[src/logic/rv_core_pkg.sv]
package rv_core_pkg;

  // rv32e widths
  localparam int XLEN       = 32;
  localparam int REG_IDX_W  = 4;
  localparam int CSR_ADDR_W = 12;
  // x0..x15 only
  localparam int NUM_REGS   = 16;

  // data word and instruction word
  typedef logic [XLEN-1:0]       xlen_t;
  typedef logic [31:0]           inst_t;
  // register index, low four bits of the rd/rs fields
  typedef logic [REG_IDX_W-1:0]  reg_idx_t;
  typedef logic [CSR_ADDR_W-1:0] csr_addr_t;

  // major opcodes in use
  localparam logic [6:0] OPC_OP_IMM = 7'b0010011;
  localparam logic [6:0] OPC_OP     = 7'b0110011;
  localparam logic [6:0] OPC_SYSTEM = 7'b1110011;

  // alu funct3 (shared by op and op-imm)
  localparam logic [2:0] F3_ADD   = 3'b000;
  localparam logic [2:0] F3_XOR   = 3'b100;
  localparam logic [2:0] F3_OR    = 3'b110;
  localparam logic [2:0] F3_AND   = 3'b111;

  // system funct3
  localparam logic [2:0] F3_PRIV  = 3'b000;
  localparam logic [2:0] F3_CSRRW = 3'b001;
  localparam logic [2:0] F3_CSRRS = 3'b010;

  // funct7 for register-register ops
  localparam logic [6:0] F7_BASE  = 7'b0000000;
  // sub only
  localparam logic [6:0] F7_ALT   = 7'b0100000;

  // imm field of the privileged system ops
  localparam logic [11:0] SYS_ECALL = 12'h000;
  localparam logic [11:0] SYS_MRET  = 12'h302;

  // machine-mode csr addresses
  localparam csr_addr_t MSTATUS_ADDR = 12'h300;
  localparam csr_addr_t MTVEC_ADDR   = 12'h305;
  localparam csr_addr_t MEPC_ADDR    = 12'h341;
  localparam csr_addr_t MCAUSE_ADDR  = 12'h342;

  // fixed csr contents
  // mpp = machine
  localparam xlen_t MSTATUS_VALUE = 32'h0000_1800;
  // environment call from m-mode
  localparam xlen_t MCAUSE_VALUE  = 32'd11;

endpackage

[src/logic/exu_wb_if.sv]
`timescale 1ns/1ns

interface exu_wb_if;
  import rv_core_pkg::*;

  // writeback record
  logic      rec_valid;
  logic      rec_ready;
  xlen_t     rec_pc;
  reg_idx_t  rec_rd;
  logic      rec_wen;
  xlen_t     rec_data;
  logic      rec_csr_wen;
  csr_addr_t rec_csr_addr;
  xlen_t     rec_csr_data;
  logic      rec_ecall;
  logic      rec_mret;

  // combinational operand reads
  reg_idx_t  rs1;
  reg_idx_t  rs2;
  xlen_t     src1;
  xlen_t     src2;
  csr_addr_t csr_raddr;
  xlen_t     csr_rdata;

  modport exu (
    output rec_valid, rec_pc, rec_rd, rec_wen, rec_data,
    output rec_csr_wen, rec_csr_addr, rec_csr_data, rec_ecall, rec_mret,
    input  rec_ready,
    output rs1, rs2, csr_raddr,
    input  src1, src2, csr_rdata
  );

  modport wb (
    input  rec_valid, rec_pc, rec_rd, rec_wen, rec_data,
    input  rec_csr_wen, rec_csr_addr, rec_csr_data, rec_ecall, rec_mret,
    output rec_ready,
    input  rs1, rs2, csr_raddr,
    output src1, src2, csr_rdata
  );

endinterface

[src/logic/decode_execute.sv]
`timescale 1ns/1ns

module decode_execute (
  input  logic               clk,
  input  logic               rst,
  input  logic               inst_valid,
  output logic               inst_ready,
  input  rv_core_pkg::inst_t inst,
  input  rv_core_pkg::xlen_t inst_pc,
  input  logic               redirect_done,
  exu_wb_if.exu              bus
);
  import rv_core_pkg::*;

  // instruction fields
  logic [6:0]  opcode;
  logic [2:0]  funct3;
  logic [6:0]  funct7;
  logic [11:0] imm12;
  reg_idx_t    rd_idx;
  reg_idx_t    rs1_idx;
  reg_idx_t    rs2_idx;
  csr_addr_t   csr_addr;

  // alu
  xlen_t       imm_i;
  xlen_t       alu_b;
  xlen_t       alu_out;
  logic        alu_ok;
  logic        is_sub;

  // decoded record contents
  logic        dec_wen;
  xlen_t       dec_data;
  logic        dec_csr_wen;
  xlen_t       dec_csr_data;
  logic        dec_ecall;
  logic        dec_mret;

  // handshake and redirect stall
  logic        accept;
  logic        is_trap;
  logic        stall;

  assign opcode   = inst[6:0];
  assign funct3   = inst[14:12];
  assign funct7   = inst[31:25];
  assign imm12    = inst[31:20];
  assign csr_addr = inst[31:20];
  // upper bit of each 5-bit index dropped
  assign rd_idx   = inst[10:7];
  assign rs1_idx  = inst[18:15];
  assign rs2_idx  = inst[23:20];

  // operand reads go straight to writeback
  assign bus.rs1       = rs1_idx;
  assign bus.rs2       = rs2_idx;
  assign bus.csr_raddr = csr_addr;

  // i-type immediate, sign extended
  assign imm_i  = {{20{imm12[11]}}, imm12};
  // second operand is rs2 for op, immediate otherwise
  assign alu_b  = (opcode == OPC_OP) ? bus.src2 : imm_i;
  assign is_sub = (opcode == OPC_OP) && (funct7 == F7_ALT);

  always_comb begin
    alu_ok = 1'b1;
    case (funct3)
      F3_ADD: alu_out = is_sub ? (bus.src1 - alu_b) : (bus.src1 + alu_b);
      F3_XOR: alu_out = bus.src1 ^ alu_b;
      F3_OR:  alu_out = bus.src1 | alu_b;
      F3_AND: alu_out = bus.src1 & alu_b;
      default: begin
        // slt, shifts etc not supported
        alu_out = '0;
        alu_ok  = 1'b0;
      end
    endcase
  end

  always_comb begin
    // unknown encodings fall through as no-op
    dec_wen      = 1'b0;
    dec_data     = alu_out;
    dec_csr_wen  = 1'b0;
    dec_csr_data = '0;
    dec_ecall    = 1'b0;
    dec_mret     = 1'b0;
    case (opcode)
      OPC_OP_IMM: begin
        dec_wen = alu_ok;
      end
      OPC_OP: begin
        // funct7 alt is only legal with add (sub)
        dec_wen = alu_ok &&
                  ((funct7 == F7_BASE) || ((funct7 == F7_ALT) && (funct3 == F3_ADD)));
      end
      OPC_SYSTEM: begin
        case (funct3)
          F3_CSRRW: begin
            // old value to rd, rs1 into csr
            dec_wen      = 1'b1;
            dec_data     = bus.csr_rdata;
            dec_csr_wen  = 1'b1;
            dec_csr_data = bus.src1;
          end
          F3_CSRRS: begin
            dec_wen      = 1'b1;
            dec_data     = bus.csr_rdata;
            // rs1 = x0 means pure read
            dec_csr_wen  = (rs1_idx != '0);
            dec_csr_data = bus.csr_rdata | bus.src1;
          end
          F3_PRIV: begin
            dec_ecall = (imm12 == SYS_ECALL);
            dec_mret  = (imm12 == SYS_MRET);
          end
          default: ;
        endcase
      end
      default: ;
    endcase
    // x0 destination retires as zero
    if (rd_idx == '0) begin
      dec_data = '0;
    end
  end

  assign is_trap = dec_ecall || dec_mret;

  // record slot free and no redirect outstanding
  assign inst_ready = !stall && (!bus.rec_valid || bus.rec_ready);
  assign accept     = inst_valid && inst_ready;

  always_ff @(posedge clk) begin
    if (rst) begin
      bus.rec_valid <= 1'b0;
    end else begin
      bus.rec_valid <= accept || (bus.rec_valid && !bus.rec_ready);
    end
  end

  // record payload, loaded on accept
  always_ff @(posedge clk) begin
    if (accept) begin
      bus.rec_pc       <= inst_pc;
      bus.rec_rd       <= rd_idx;
      bus.rec_wen      <= dec_wen;
      bus.rec_data     <= dec_data;
      bus.rec_csr_wen  <= dec_csr_wen;
      bus.rec_csr_addr <= csr_addr;
      bus.rec_csr_data <= dec_csr_data;
      bus.rec_ecall    <= dec_ecall;
      bus.rec_mret     <= dec_mret;
    end
  end

  // stall from ecall/mret accept until the redirect pulse
  always_ff @(posedge clk) begin
    if (rst) begin
      stall <= 1'b0;
    end else if (accept && is_trap) begin
      stall <= 1'b1;
    end else if (redirect_done) begin
      stall <= 1'b0;
    end
  end

endmodule

[src/logic/exec_backend.sv]
`timescale 1ns/1ns

module exec_backend (
  input  logic                  clk,
  input  logic                  rst,
  // instruction in from fetch
  input  logic                  inst_valid,
  output logic                  inst_ready,
  input  rv_core_pkg::inst_t    inst,
  input  rv_core_pkg::xlen_t    inst_pc,
  // retire report
  output logic                  retire_valid,
  output rv_core_pkg::xlen_t    retire_pc,
  output logic                  retire_wen,
  output rv_core_pkg::reg_idx_t retire_rd,
  output rv_core_pkg::xlen_t    retire_data,
  // control-flow redirect toward fetch
  output logic                  redirect_valid,
  output rv_core_pkg::xlen_t    redirect_pc
);

  // execute to writeback link
  exu_wb_if bus_if ();

  decode_execute u_exu (
    .clk           (clk),
    .rst           (rst),
    .inst_valid    (inst_valid),
    .inst_ready    (inst_ready),
    .inst          (inst),
    .inst_pc       (inst_pc),
    // redirect pulse releases the stall
    .redirect_done (redirect_valid),
    .bus           (bus_if.exu)
  );

  writeback u_wb (
    .clk            (clk),
    .rst            (rst),
    .bus            (bus_if.wb),
    .retire_valid   (retire_valid),
    .retire_pc      (retire_pc),
    .retire_wen     (retire_wen),
    .retire_rd      (retire_rd),
    .retire_data    (retire_data),
    .redirect_valid (redirect_valid),
    .redirect_pc    (redirect_pc)
  );

endmodule

[src/logic/writeback.sv]
`timescale 1ns/1ns

module writeback (
  input  logic                  clk,
  input  logic                  rst,
  exu_wb_if.wb                  bus,
  output logic                  retire_valid,
  output rv_core_pkg::xlen_t    retire_pc,
  output logic                  retire_wen,
  output rv_core_pkg::reg_idx_t retire_rd,
  output rv_core_pkg::xlen_t    retire_data,
  output logic                  redirect_valid,
  output rv_core_pkg::xlen_t    redirect_pc
);
  import rv_core_pkg::*;

  xlen_t regs [NUM_REGS];
  // writable csrs and their post-commit values
  xlen_t mtvec;
  xlen_t mepc;
  xlen_t mtvec_d;
  xlen_t mepc_d;
  logic  xfer;
  logic  rf_fwd;

  function automatic xlen_t csr_read(csr_addr_t addr, xlen_t tvec, xlen_t epc);
    case (addr)
      MSTATUS_ADDR: csr_read = MSTATUS_VALUE;
      MTVEC_ADDR:   csr_read = tvec;
      MEPC_ADDR:    csr_read = epc;
      MCAUSE_ADDR:  csr_read = MCAUSE_VALUE;
      default:      csr_read = '0;
    endcase
  endfunction

  // commit never waits
  assign bus.rec_ready = 1'b1;
  assign xfer          = bus.rec_valid && bus.rec_ready;
  assign rf_fwd        = xfer && bus.rec_wen;

  // register reads with bypass of the record being committed
  assign bus.src1 = (bus.rs1 == '0) ? '0 :
                    (rf_fwd && (bus.rec_rd == bus.rs1)) ? bus.rec_data : regs[bus.rs1];
  assign bus.src2 = (bus.rs2 == '0) ? '0 :
                    (rf_fwd && (bus.rec_rd == bus.rs2)) ? bus.rec_data : regs[bus.rs2];

  always_comb begin
    mtvec_d = mtvec;
    mepc_d  = mepc;
    if (xfer && bus.rec_csr_wen) begin
      // read-only and unknown addresses drop the write
      case (bus.rec_csr_addr)
        MTVEC_ADDR: mtvec_d = bus.rec_csr_data;
        MEPC_ADDR:  mepc_d  = bus.rec_csr_data;
        default: ;
      endcase
    end
    // ecall's own pc wins over a csr write
    if (xfer && bus.rec_ecall) begin
      mepc_d = bus.rec_pc;
    end
  end

  // csr read sees the in-flight commit
  assign bus.csr_rdata = csr_read(bus.csr_raddr, mtvec_d, mepc_d);

  always_ff @(posedge clk) begin
    if (rst) begin
      for (int i = 0; i < NUM_REGS; i++) begin
        regs[i] <= '0;
      end
    end else if (rf_fwd && (bus.rec_rd != '0)) begin
      // x0 never written
      regs[bus.rec_rd] <= bus.rec_data;
    end
  end

  always_ff @(posedge clk) begin
    if (rst) begin
      mtvec <= '0;
      mepc  <= '0;
    end else begin
      mtvec <= mtvec_d;
      mepc  <= mepc_d;
    end
  end

  // retire report, one-cycle pulses
  always_ff @(posedge clk) begin
    if (rst) begin
      retire_valid   <= 1'b0;
      redirect_valid <= 1'b0;
    end else begin
      retire_valid   <= xfer;
      redirect_valid <= xfer && (bus.rec_ecall || bus.rec_mret);
    end
  end

  always_ff @(posedge clk) begin
    if (xfer) begin
      retire_pc   <= bus.rec_pc;
      retire_wen  <= bus.rec_wen;
      retire_rd   <= bus.rec_rd;
      retire_data <= bus.rec_data;
      // ecall jumps to trap vector, mret returns to old mepc
      redirect_pc <= bus.rec_ecall ? mtvec_d : mepc;
    end
  end

endmodule

[config.mk]
export PLATFORM = sky130hd
export DESIGN_NAME = exec_backend
export DESIGN_NICKNAME = d
export VERILOG_FILES = /design/src/logic/rv_core_pkg.sv /design/src/logic/exu_wb_if.sv /design/src/logic/decode_execute.sv /design/src/logic/exec_backend.sv /design/src/logic/writeback.sv
export SDC_FILE = /design/constraint.sdc
export NUM_CORES = 2
export LEC_CHECK = 0
export CAP_MARGIN = 5
export CELL_PAD_IN_SITES_DETAIL_PLACEMENT = 0
export CELL_PAD_IN_SITES_GLOBAL_PLACEMENT = 2
export CORE_ASPECT_RATIO = 1.2
export CORE_MARGIN = 2
export CORE_UTILIZATION = 49
export CTS_CLUSTER_DIAMETER = 200
export DETAILED_ROUTE_END_ITERATION = 8
export DONT_BUFFER_PORTS = 1
export HOLD_SLACK_MARGIN = 0.12
export PLACE_DENSITY_LB_ADDON = 0.1
export SLEW_MARGIN = 20
export SYNTH_ARGS = -nofsm -noshare
export SYNTH_HDL_FRONTEND = slang
export SYNTH_SLANG_ARGS = --single-unit
[constraint.sdc]
create_clock -name clk -period 16.6 [get_ports clk]
set_input_delay 1.66 -clock clk [delete_from_list [all_inputs] [get_ports clk]]
set_output_delay 1.66 -clock clk [all_outputs]
set_load 0.03 [all_outputs]
# Yosys cells after proc, flatten, opt, wreduce, memory -nomap -nowiden

Memory sizes are Yosys's and may differ from the RTL's.
Cells that the tools add are included.

Register bits: 285
Bits in writable memories: 512
Bits of input ports: 67
Memories kept: 1

Add/sub/neg operators: 2
Eq/ne operators: 18
Multiplexer cells: 35
Bitwise operators: 4
Reduce and logical (&&, ||, !) cells: 28

Memories:

| memory    | depth | bits a word | rd ports | clocked after Yosys merged registers in | write ports | line            | RTL |
|---|---|---|---|---|---|---|---|
| u_wb.regs | 16    | 32          | 2        | 0                                       | 16          | writeback.sv:17 | `xlen_t regs [NUM_REGS];` |

Operators with widths:

| cell                                                                     | number |
|---|---|
| 32-bit two-way mux                                                       | 15 |
| 32-bit one-hot mux with 4 select lines                                   | 2 |
| 12-bit by 10-bit equality test with 1-bit output (second input constant) | 7 |
| 32-bit OR                                                                | 2 |
| 32-bit one-hot mux with 2 select lines                                   | 1 |
| 32-bit adder                                                             | 1 |
| 32-bit bitwise AND                                                       | 1 |
| 32-bit OR reduction                                                      | 1 |
| 32-bit subtractor                                                        | 1 |
| 32-bit XOR                                                               | 1 |
| 7-bit by 6-bit equality test with 1-bit output (second input constant)   | 2 |
| 1-bit two-way mux                                                        | 14 |
| 1-bit logical AND                                                        | 12 |
| 12-bit zero test                                                         | 1 |
| 4-bit zero test                                                          | 3 |
| 3-bit equality test (second input constant)                              | 3 |
| 4-bit equality test                                                      | 2 |
| 4-bit nonzero test                                                       | 2 |
| 7-bit by 5-bit equality test with 1-bit output (second input constant)   | 1 |
| 7-bit equality test (second input constant)                              | 1 |
| 7-bit zero test                                                          | 1 |
| 4-bit two-way mux                                                        | 1 |
| 4-bit OR reduction                                                       | 1 |
| 3-bit by 1-bit equality test with 1-bit output (second input constant)   | 1 |
| other kinds (8)                                                          | 10 |

# Depth between registers and ports, before layout

Depth after elaboration: 10
Gate-level depth with buffers: 28
Gate-level depth less buffers: 23

# By module

A second synthesis with hierarchy kept.

Cell total of the unflattened synthesis: 3,414
Area total of the unflattened synthesis: 43,344.1 um2

Modules (own cells, without submodules):

| module         | instances | cells each | area each (um2) | sequential area each (um2) |
|---|---|---|---|---|
| writeback      | 1         | 2,427      | 34,301.6        | 19,728.9 |
| decode_execute | 1         | 987        | 9,042.4         | 3,523.4 |

# Least setup slack after synthesis

Ideal clock, no wire load.

Kind: reg2reg
From: register u_exu.bus.rec_valid
To: register u_exu.bus.rec_data[29], data pin
Setup time: 270 ps
Arrival time: 7,500 ps
Required time: 16,330 ps
Path slack: 8,829 ps
Cell stages (with the launch flop): 24
Path buffers: 2
Clock period less this slack: 7,771 ps
Path through: dfxtp_1 nand2_1 nor3_2 buf_2 buf_1 a221oi_1 ha_1 nand3_1 nor3_1 nand2_1 o21ai_0 xnor2_1 ha_1 nand4_1 o221a_2 o21ai_0 nor3_1 a211o_1 o31ai_1 a41oi_1 nor2b_1 xnor2_1 nand2_1 a31oi_1

Cells in the longest elaborated chain, start to end: 10
Elaborated cells on any way between the ends: 23

Ends and longest elaborated chain:

| item                                              | line                  | RTL |
|---|---|---|
| start, declared                                   | exu_wb_if.sv:28       | `output rec_valid, rec_pc, rec_rd, rec_wen, rec_data,` |
| start signal, assigned                            | decode_execute.sv:139 | `bus.rec_valid <= accept \|\| (bus.rec_valid && !bus.rec_ready);` |
| 1-bit logical AND                                 | writeback.sv:39       | `assign rf_fwd = xfer && bus.rec_wen;` |
| 1-bit logical AND                                 | writeback.sv:45       | `(rf_fwd && (bus.rec_rd == bus.rs2)) ? bus.rec_data : regs[bus.rs2];` |
| 32-bit two-way mux                                | writeback.sv:45       |  |
| 32-bit two-way mux                                | writeback.sv:44       | `assign bus.src2 = (bus.rs2 == '0) ? '0 :` |
| 32-bit two-way mux                                | decode_execute.sv:63  | `assign alu_b = (opcode == OPC_OP) ? bus.src2 : imm_i;` |
| 32-bit adder or 32-bit subtractor (tied branches) | decode_execute.sv:69  | `F3_ADD: alu_out = is_sub ? (bus.src1 - alu_b) : (bus.src1 + alu_b);` |
| 32-bit two-way mux                                | decode_execute.sv:69  |  |
| 32-bit one-hot mux with 4 select lines            | decode_execute.sv:68  | `case (funct3)` |
| 32-bit two-way mux                                | decode_execute.sv:99  | `case (funct3)` |
| 32-bit two-way mux *                              | decode_execute.sv:89  | `case (opcode)` |
| end signal, assigned                              | decode_execute.sv:149 | `bus.rec_data <= dec_data;` |
| end, declared                                     | exu_wb_if.sv:28       |  |

Mark *: on every way between the ends. The rest lies on a longest branch, timed or not.
A chain may end at the register's enable or synchronous reset.

# Final worst setup path

From: input inst[20]
To: register u_exu.bus.rec_data[31], data pin

Cells in the longest elaborated chain, start to end: 10
Elaborated cells on any way between the ends: 21

Ends and longest elaborated chain:

| item                                                       | line                 | RTL |
|---|---|---|
| start, declared                                            | exec_backend.sv:9    | `input rv_core_pkg::inst_t inst,` |
| branches (longest 9 deep; another with memory 16 x 32 bit) | -                    |  |
| 32-bit two-way mux *                                       | decode_execute.sv:89 |  |

Every way passes the cells marked *.

==> results.txt <==
----------------------------------------------------
[Run status]
  Result of the run ... complete, no violations

[Critical path]
  Crit start category ... input port
  Timing startpoint of the critical path ... inst[20]
  Endpoint of the worst-slack reg-to-reg timing path ... u_exu.bus.rec_data[30]
  Worst Path Class, Setup ... input port to flip-flop
  WP data arrival ... about 8 ns
  Endpoint class of the critical path ... flip-flop
  Cell depth of the worst flop-to-flop path ... 20
  Critical Path Fanout Max ... approximately 150
  Start of the worst register-to-register path ... u_exu.bus.rec_rd[1]
  Worst endpoint required time ... 16.97 ns
  R2R Setup Slk ... around 9.4 ns

[Die]
  Die span in y ... around 330 um
  Placement row count ... ~120
  Core region area ... roughly 86,000 um^2
  Die Footprint ... 89,000 um^2
  Number of top-level design ports ... between 150 and 200
  Initial core utilization ... about half
  Die span in x ... around 270 um

[Clock tree]
  TritonCTS clock tree ... yes
  CTS Buf Count ... between 80 and 90
  Worst-case clock buffer depth ... 3
  Clock transition at path regs ... 0.06 ns
  Cell at the root of the clock tree ... sky130_fd_sc_hd__clkbuf_16
  Number of buffers inserted by post-CTS setup repair ... 0
  Number of clock sinks ... between 700 and 800
  H-Tree Level Count ... 3
  Total of hold buffers inserted after clock tree synthesis ... 0
  Clk Latency, worst-skew pair ... 0.67 ns
  Post-CTS sizing ... 0

[Synth]
  Cell types with the highest counts after synthesis ... sky130_fd_sc_hd__edfxtp_1, sky130_fd_sc_hd__and2_1, sky130_fd_sc_hd__mux4_2
  Xor-xnor portion of the synthesized cell area ... under 10%
  Area contributors post-synth ... sky130_fd_sc_hd__edfxtp_1, sky130_fd_sc_hd__mux4_2, sky130_fd_sc_hd__and2_1
  Area share of fa/ha/maj cells after synthesis ... between 2 and 3%
  Leading cell type by number of instances after synthesis ... sky130_fd_sc_hd__edfxtp_1
  Post-synth ARST share ... 0%
  Main synth FF type ... sky130_fd_sc_hd__edfxtp_1
  Count of mapped cells out of synthesis ... 3,263
  Main combinational cell family by area after synthesis ... multiplexers
  Fraction of synthesized cell area taken by the top area cell type ... 51.6%
  Flop and latch count out of synthesis ... between 700 and 800
  Synthesized-area fraction occupied by ao, oa, aoi and oai cells ... under 10%
  Post-Syn Area ... about 42,000 um^2
  Portion of netlist area occupied by mux cells ... approximately 17%
  Number of flops mapped to enable cells by yosys ... between 700 and 800
  Post-synthesis cell type with the largest combined area ... sky130_fd_sc_hd__edfxtp_1
  Synth warnings ... 0
  Mean instance size in the synthesized netlist ... approximately 13 um^2
  Simple-Gate Fraction of Synth Area ... 13.5%
  Portion of the post-synthesis area used by sequential elements ... 54.8%
  Number of library cell types mapped by synthesis ... 79

[Worst hold path]
  Hold Path Sink ... u_wb.redirect_valid
  Min-Delay Path Depth ... 1
  Tightest Hold Check Type ... flip-flop to flip-flop
  Worst Hold Launch ... u_exu.bus.rec_mret

[Finish]
  Layout overhead on the synthesized area ... 8.71%
  Layout Nets ... roughly 3,300
  Share of post-route cells with drive strength above 1 ... 16.1%
  Final cell count without fillers ... around 4,400

[STA]
  Slew @ Worst Pin ... ~1.1 ns
  Largest clock skew in the final design ... 0.0202 ns
  Setup Viol. Count Final ... 0
  Total Neg Setup Slack ... 0 ns
  Final period utilization ... 47.0%
  Period minus WS final ... between 7 and 8 ns
  Number of max-slew violations in the final report ... 0
  Maximum clock frequency ... between 0.1 and 0.15 GHz
  Final Hold Viols ... 0
  Unrepaired setup endpoints after global routing ... false
  Worst Hold Margin ... approximately 0.44 ns
  Max-slew headroom at the worst pin ... approximately a quarter

[Routing]
  Overall via count from detail_route ... 28,000
  Sum of routed wire length over all layers ... 137 mm
  Per-cell via count in the routed design ... 6.38
  Initial DRT Pass Iterations ... 5
  Remaining number of nets flagged by the antenna check after routing ... 0
  Number of design-rule violations left by the first detailed-router iteration ... about 3,500
  Final routed wire length divided by cell count ... 31.1 um
  DRC Markers ... 0

[Place]
  Placed cell count ... around 4,200
  Number of buffer cells added on primary ports ... 0
  HPWL after DPL ... 82.9 mm
  Routability congestion estimate from global placement ... roughly 0.92

[Global route]
  Fraction of met1 tracks used by global routing ... between 40% and 50%
  Global-route wire length before repair ... 196 mm
  Pin count of the biggest net entering global routing ... ~150
  Met3 usage ... approximately 5.8%
  Layer with the highest usage after global routing ... met2
  Number of global-route vias before repair ... 28,500
  Total GRT Usage ... a little under a third
  Met2 global-route usage ... about half
  Antenna violations before repair ... 10
  Overall overflow remaining after global route ... 0

[Pwr]
  Total leakage power ... roughly 0.017 uW
  Cell Pwr Density ... between 100 and 150 nW/um^2
  Peak supply drop ... 0.0833 mV

[Flow run]
  Max_cap viols ... 0

----------------------------------------------------
-- cell type report --
| class | count | area [um^2] |
|---|---|---|
| diodes | 4 | 10.0 |
| clock buffers | 108 | 2280 |
| clock inverters | 46 | 409 |
| fillers | 7177 | 39900 |
| inverters | 75 | 282 |
| multi-input cells | 2154 | 18000 |
| flip-flops and latches | 797 | 23300 |
| well taps | 1140 | 1430 |
| repair buffers | 65 | 488 |
-- layer usage --
metal	wire length (um)	vias up
li1	-	12100
met1	52500	14300
met2	65300	1423
met3	13300	281
met4	5470	2
met5	11	-
-- flip-flops by register name (all words and copies together), names as in the netlist, 4 cells and up --
register                flops
u_exu.bus.rec_csr_addr     12
u_exu.bus.rec_csr_data     32
u_exu.bus.rec_data         32
u_exu.bus.rec_pc           32
u_exu.bus.rec_rd            4
u_wb.mepc                  32
u_wb.mtvec                 32
u_wb.redirect_pc           32
u_wb.regs                 512
u_wb.retire_data           32
u_wb.retire_pc             32
u_wb.retire_rd              4
-- worst max-delay path by stage --
stage / to / slack, ns / depth (start not counted)
global placement: u_exu.bus.rec_data[31] / 8.25 / 21
global route: u_exu.bus.rec_data[31] / 8.49 / 21
detailed placement: u_exu.bus.rec_data[31] / 8.24 / 21
finish: u_exu.bus.rec_data[31] / 8.80 / 21
floorplan: u_exu.bus.rec_data[29] / 8.83 / 23
CTS: u_exu.bus.rec_data[31] / 8.92 / 21
-- worst max-delay path, stage by stage --
cell and delay, ns:
sky130_fd_sc_hd__or4_4 0.58, sky130_fd_sc_hd__nand3_1 0.61, sky130_fd_sc_hd__nor3_4 0.20, sky130_fd_sc_hd__a221oi_1 0.65, sky130_fd_sc_hd__ha_1 0.36, sky130_fd_sc_hd__nand3_1 0.18, sky130_fd_sc_hd__nor3_1 0.57, sky130_fd_sc_hd__nand2_1 0.18
sky130_fd_sc_hd__o21ai_0 0.24, sky130_fd_sc_hd__xnor2_1 0.11, sky130_fd_sc_hd__ha_1 0.39, sky130_fd_sc_hd__nand4_1 0.18, sky130_fd_sc_hd__o221a_2 0.29, sky130_fd_sc_hd__o21ai_0 0.28, sky130_fd_sc_hd__nor3_1 0.08, sky130_fd_sc_hd__a211o_1 0.40
sky130_fd_sc_hd__o31ai_1 0.38, sky130_fd_sc_hd__a41oi_1 0.21, sky130_fd_sc_hd__a21oi_1 0.24, sky130_fd_sc_hd__xnor2_1 0.17, sky130_fd_sc_hd__o22ai_1 0.11
-- report_power, final --
group / total (uW) / leakage, uW / internal [uW] / switching (uW)
sequential: 2380 / 0.00795 / 2280 / 102
combinational: 489 / 0.00778 / 213 / 276
clock: 1870 / 0.00130 / 1060 / 805
-- cells in the final DEF (no fill, tap or decap), types with 19 or more instances in the layout --
master	count
sky130_fd_sc_hd__a21o_1	41
sky130_fd_sc_hd__a21oi_1	137
sky130_fd_sc_hd__a22oi_1	23
sky130_fd_sc_hd__a31oi_1	27
sky130_fd_sc_hd__and2_1	446
sky130_fd_sc_hd__buf_4	65
sky130_fd_sc_hd__clkbuf_1	19
sky130_fd_sc_hd__clkbuf_16	87
sky130_fd_sc_hd__clkinv_1	21
sky130_fd_sc_hd__conb_1	32
sky130_fd_sc_hd__dfxtp_1	67
sky130_fd_sc_hd__edfxtp_1	729
sky130_fd_sc_hd__ha_1	95
sky130_fd_sc_hd__inv_1	75
sky130_fd_sc_hd__mux2i_1	89
sky130_fd_sc_hd__mux4_2	276
sky130_fd_sc_hd__nand2_1	244
sky130_fd_sc_hd__nor2_1	198
sky130_fd_sc_hd__nor2b_1	20
sky130_fd_sc_hd__nor3_1	58
sky130_fd_sc_hd__o21ai_0	78
sky130_fd_sc_hd__o22ai_1	101
sky130_fd_sc_hd__xnor2_1	54
-- kinds of logic (layout without fill, tap and decap cells) --
logic type,count (synthesis),count (layout)
AOI/OAI and AO/OA,496,496
xor gates and xnor gates,65,65
adders and majority gates,96,96
buffers and inverters,343,294
DFF,797,797
muxes,370,370
other,1,36
and+or+nand+nor,1095,1095
-- metrics by stage --
step | cell area [um^2] | power [uW] | setup WS, ns | utilization (%)
floorplan | 42600 | 2770 | 8.83 | -
global placement | 43500 | 2890 | 8.25 | 50.5
detailed placement | 43500 | 2900 | 8.24 | 50.5
CTS | 46100 | 4750 | 8.92 | 53.6
global route | 46100 | 4870 | 8.49 | 53.6
finish | 46200 | 4740 | 8.80 | 53.6
Note: power is estimated with default switching activity, not from simulation.
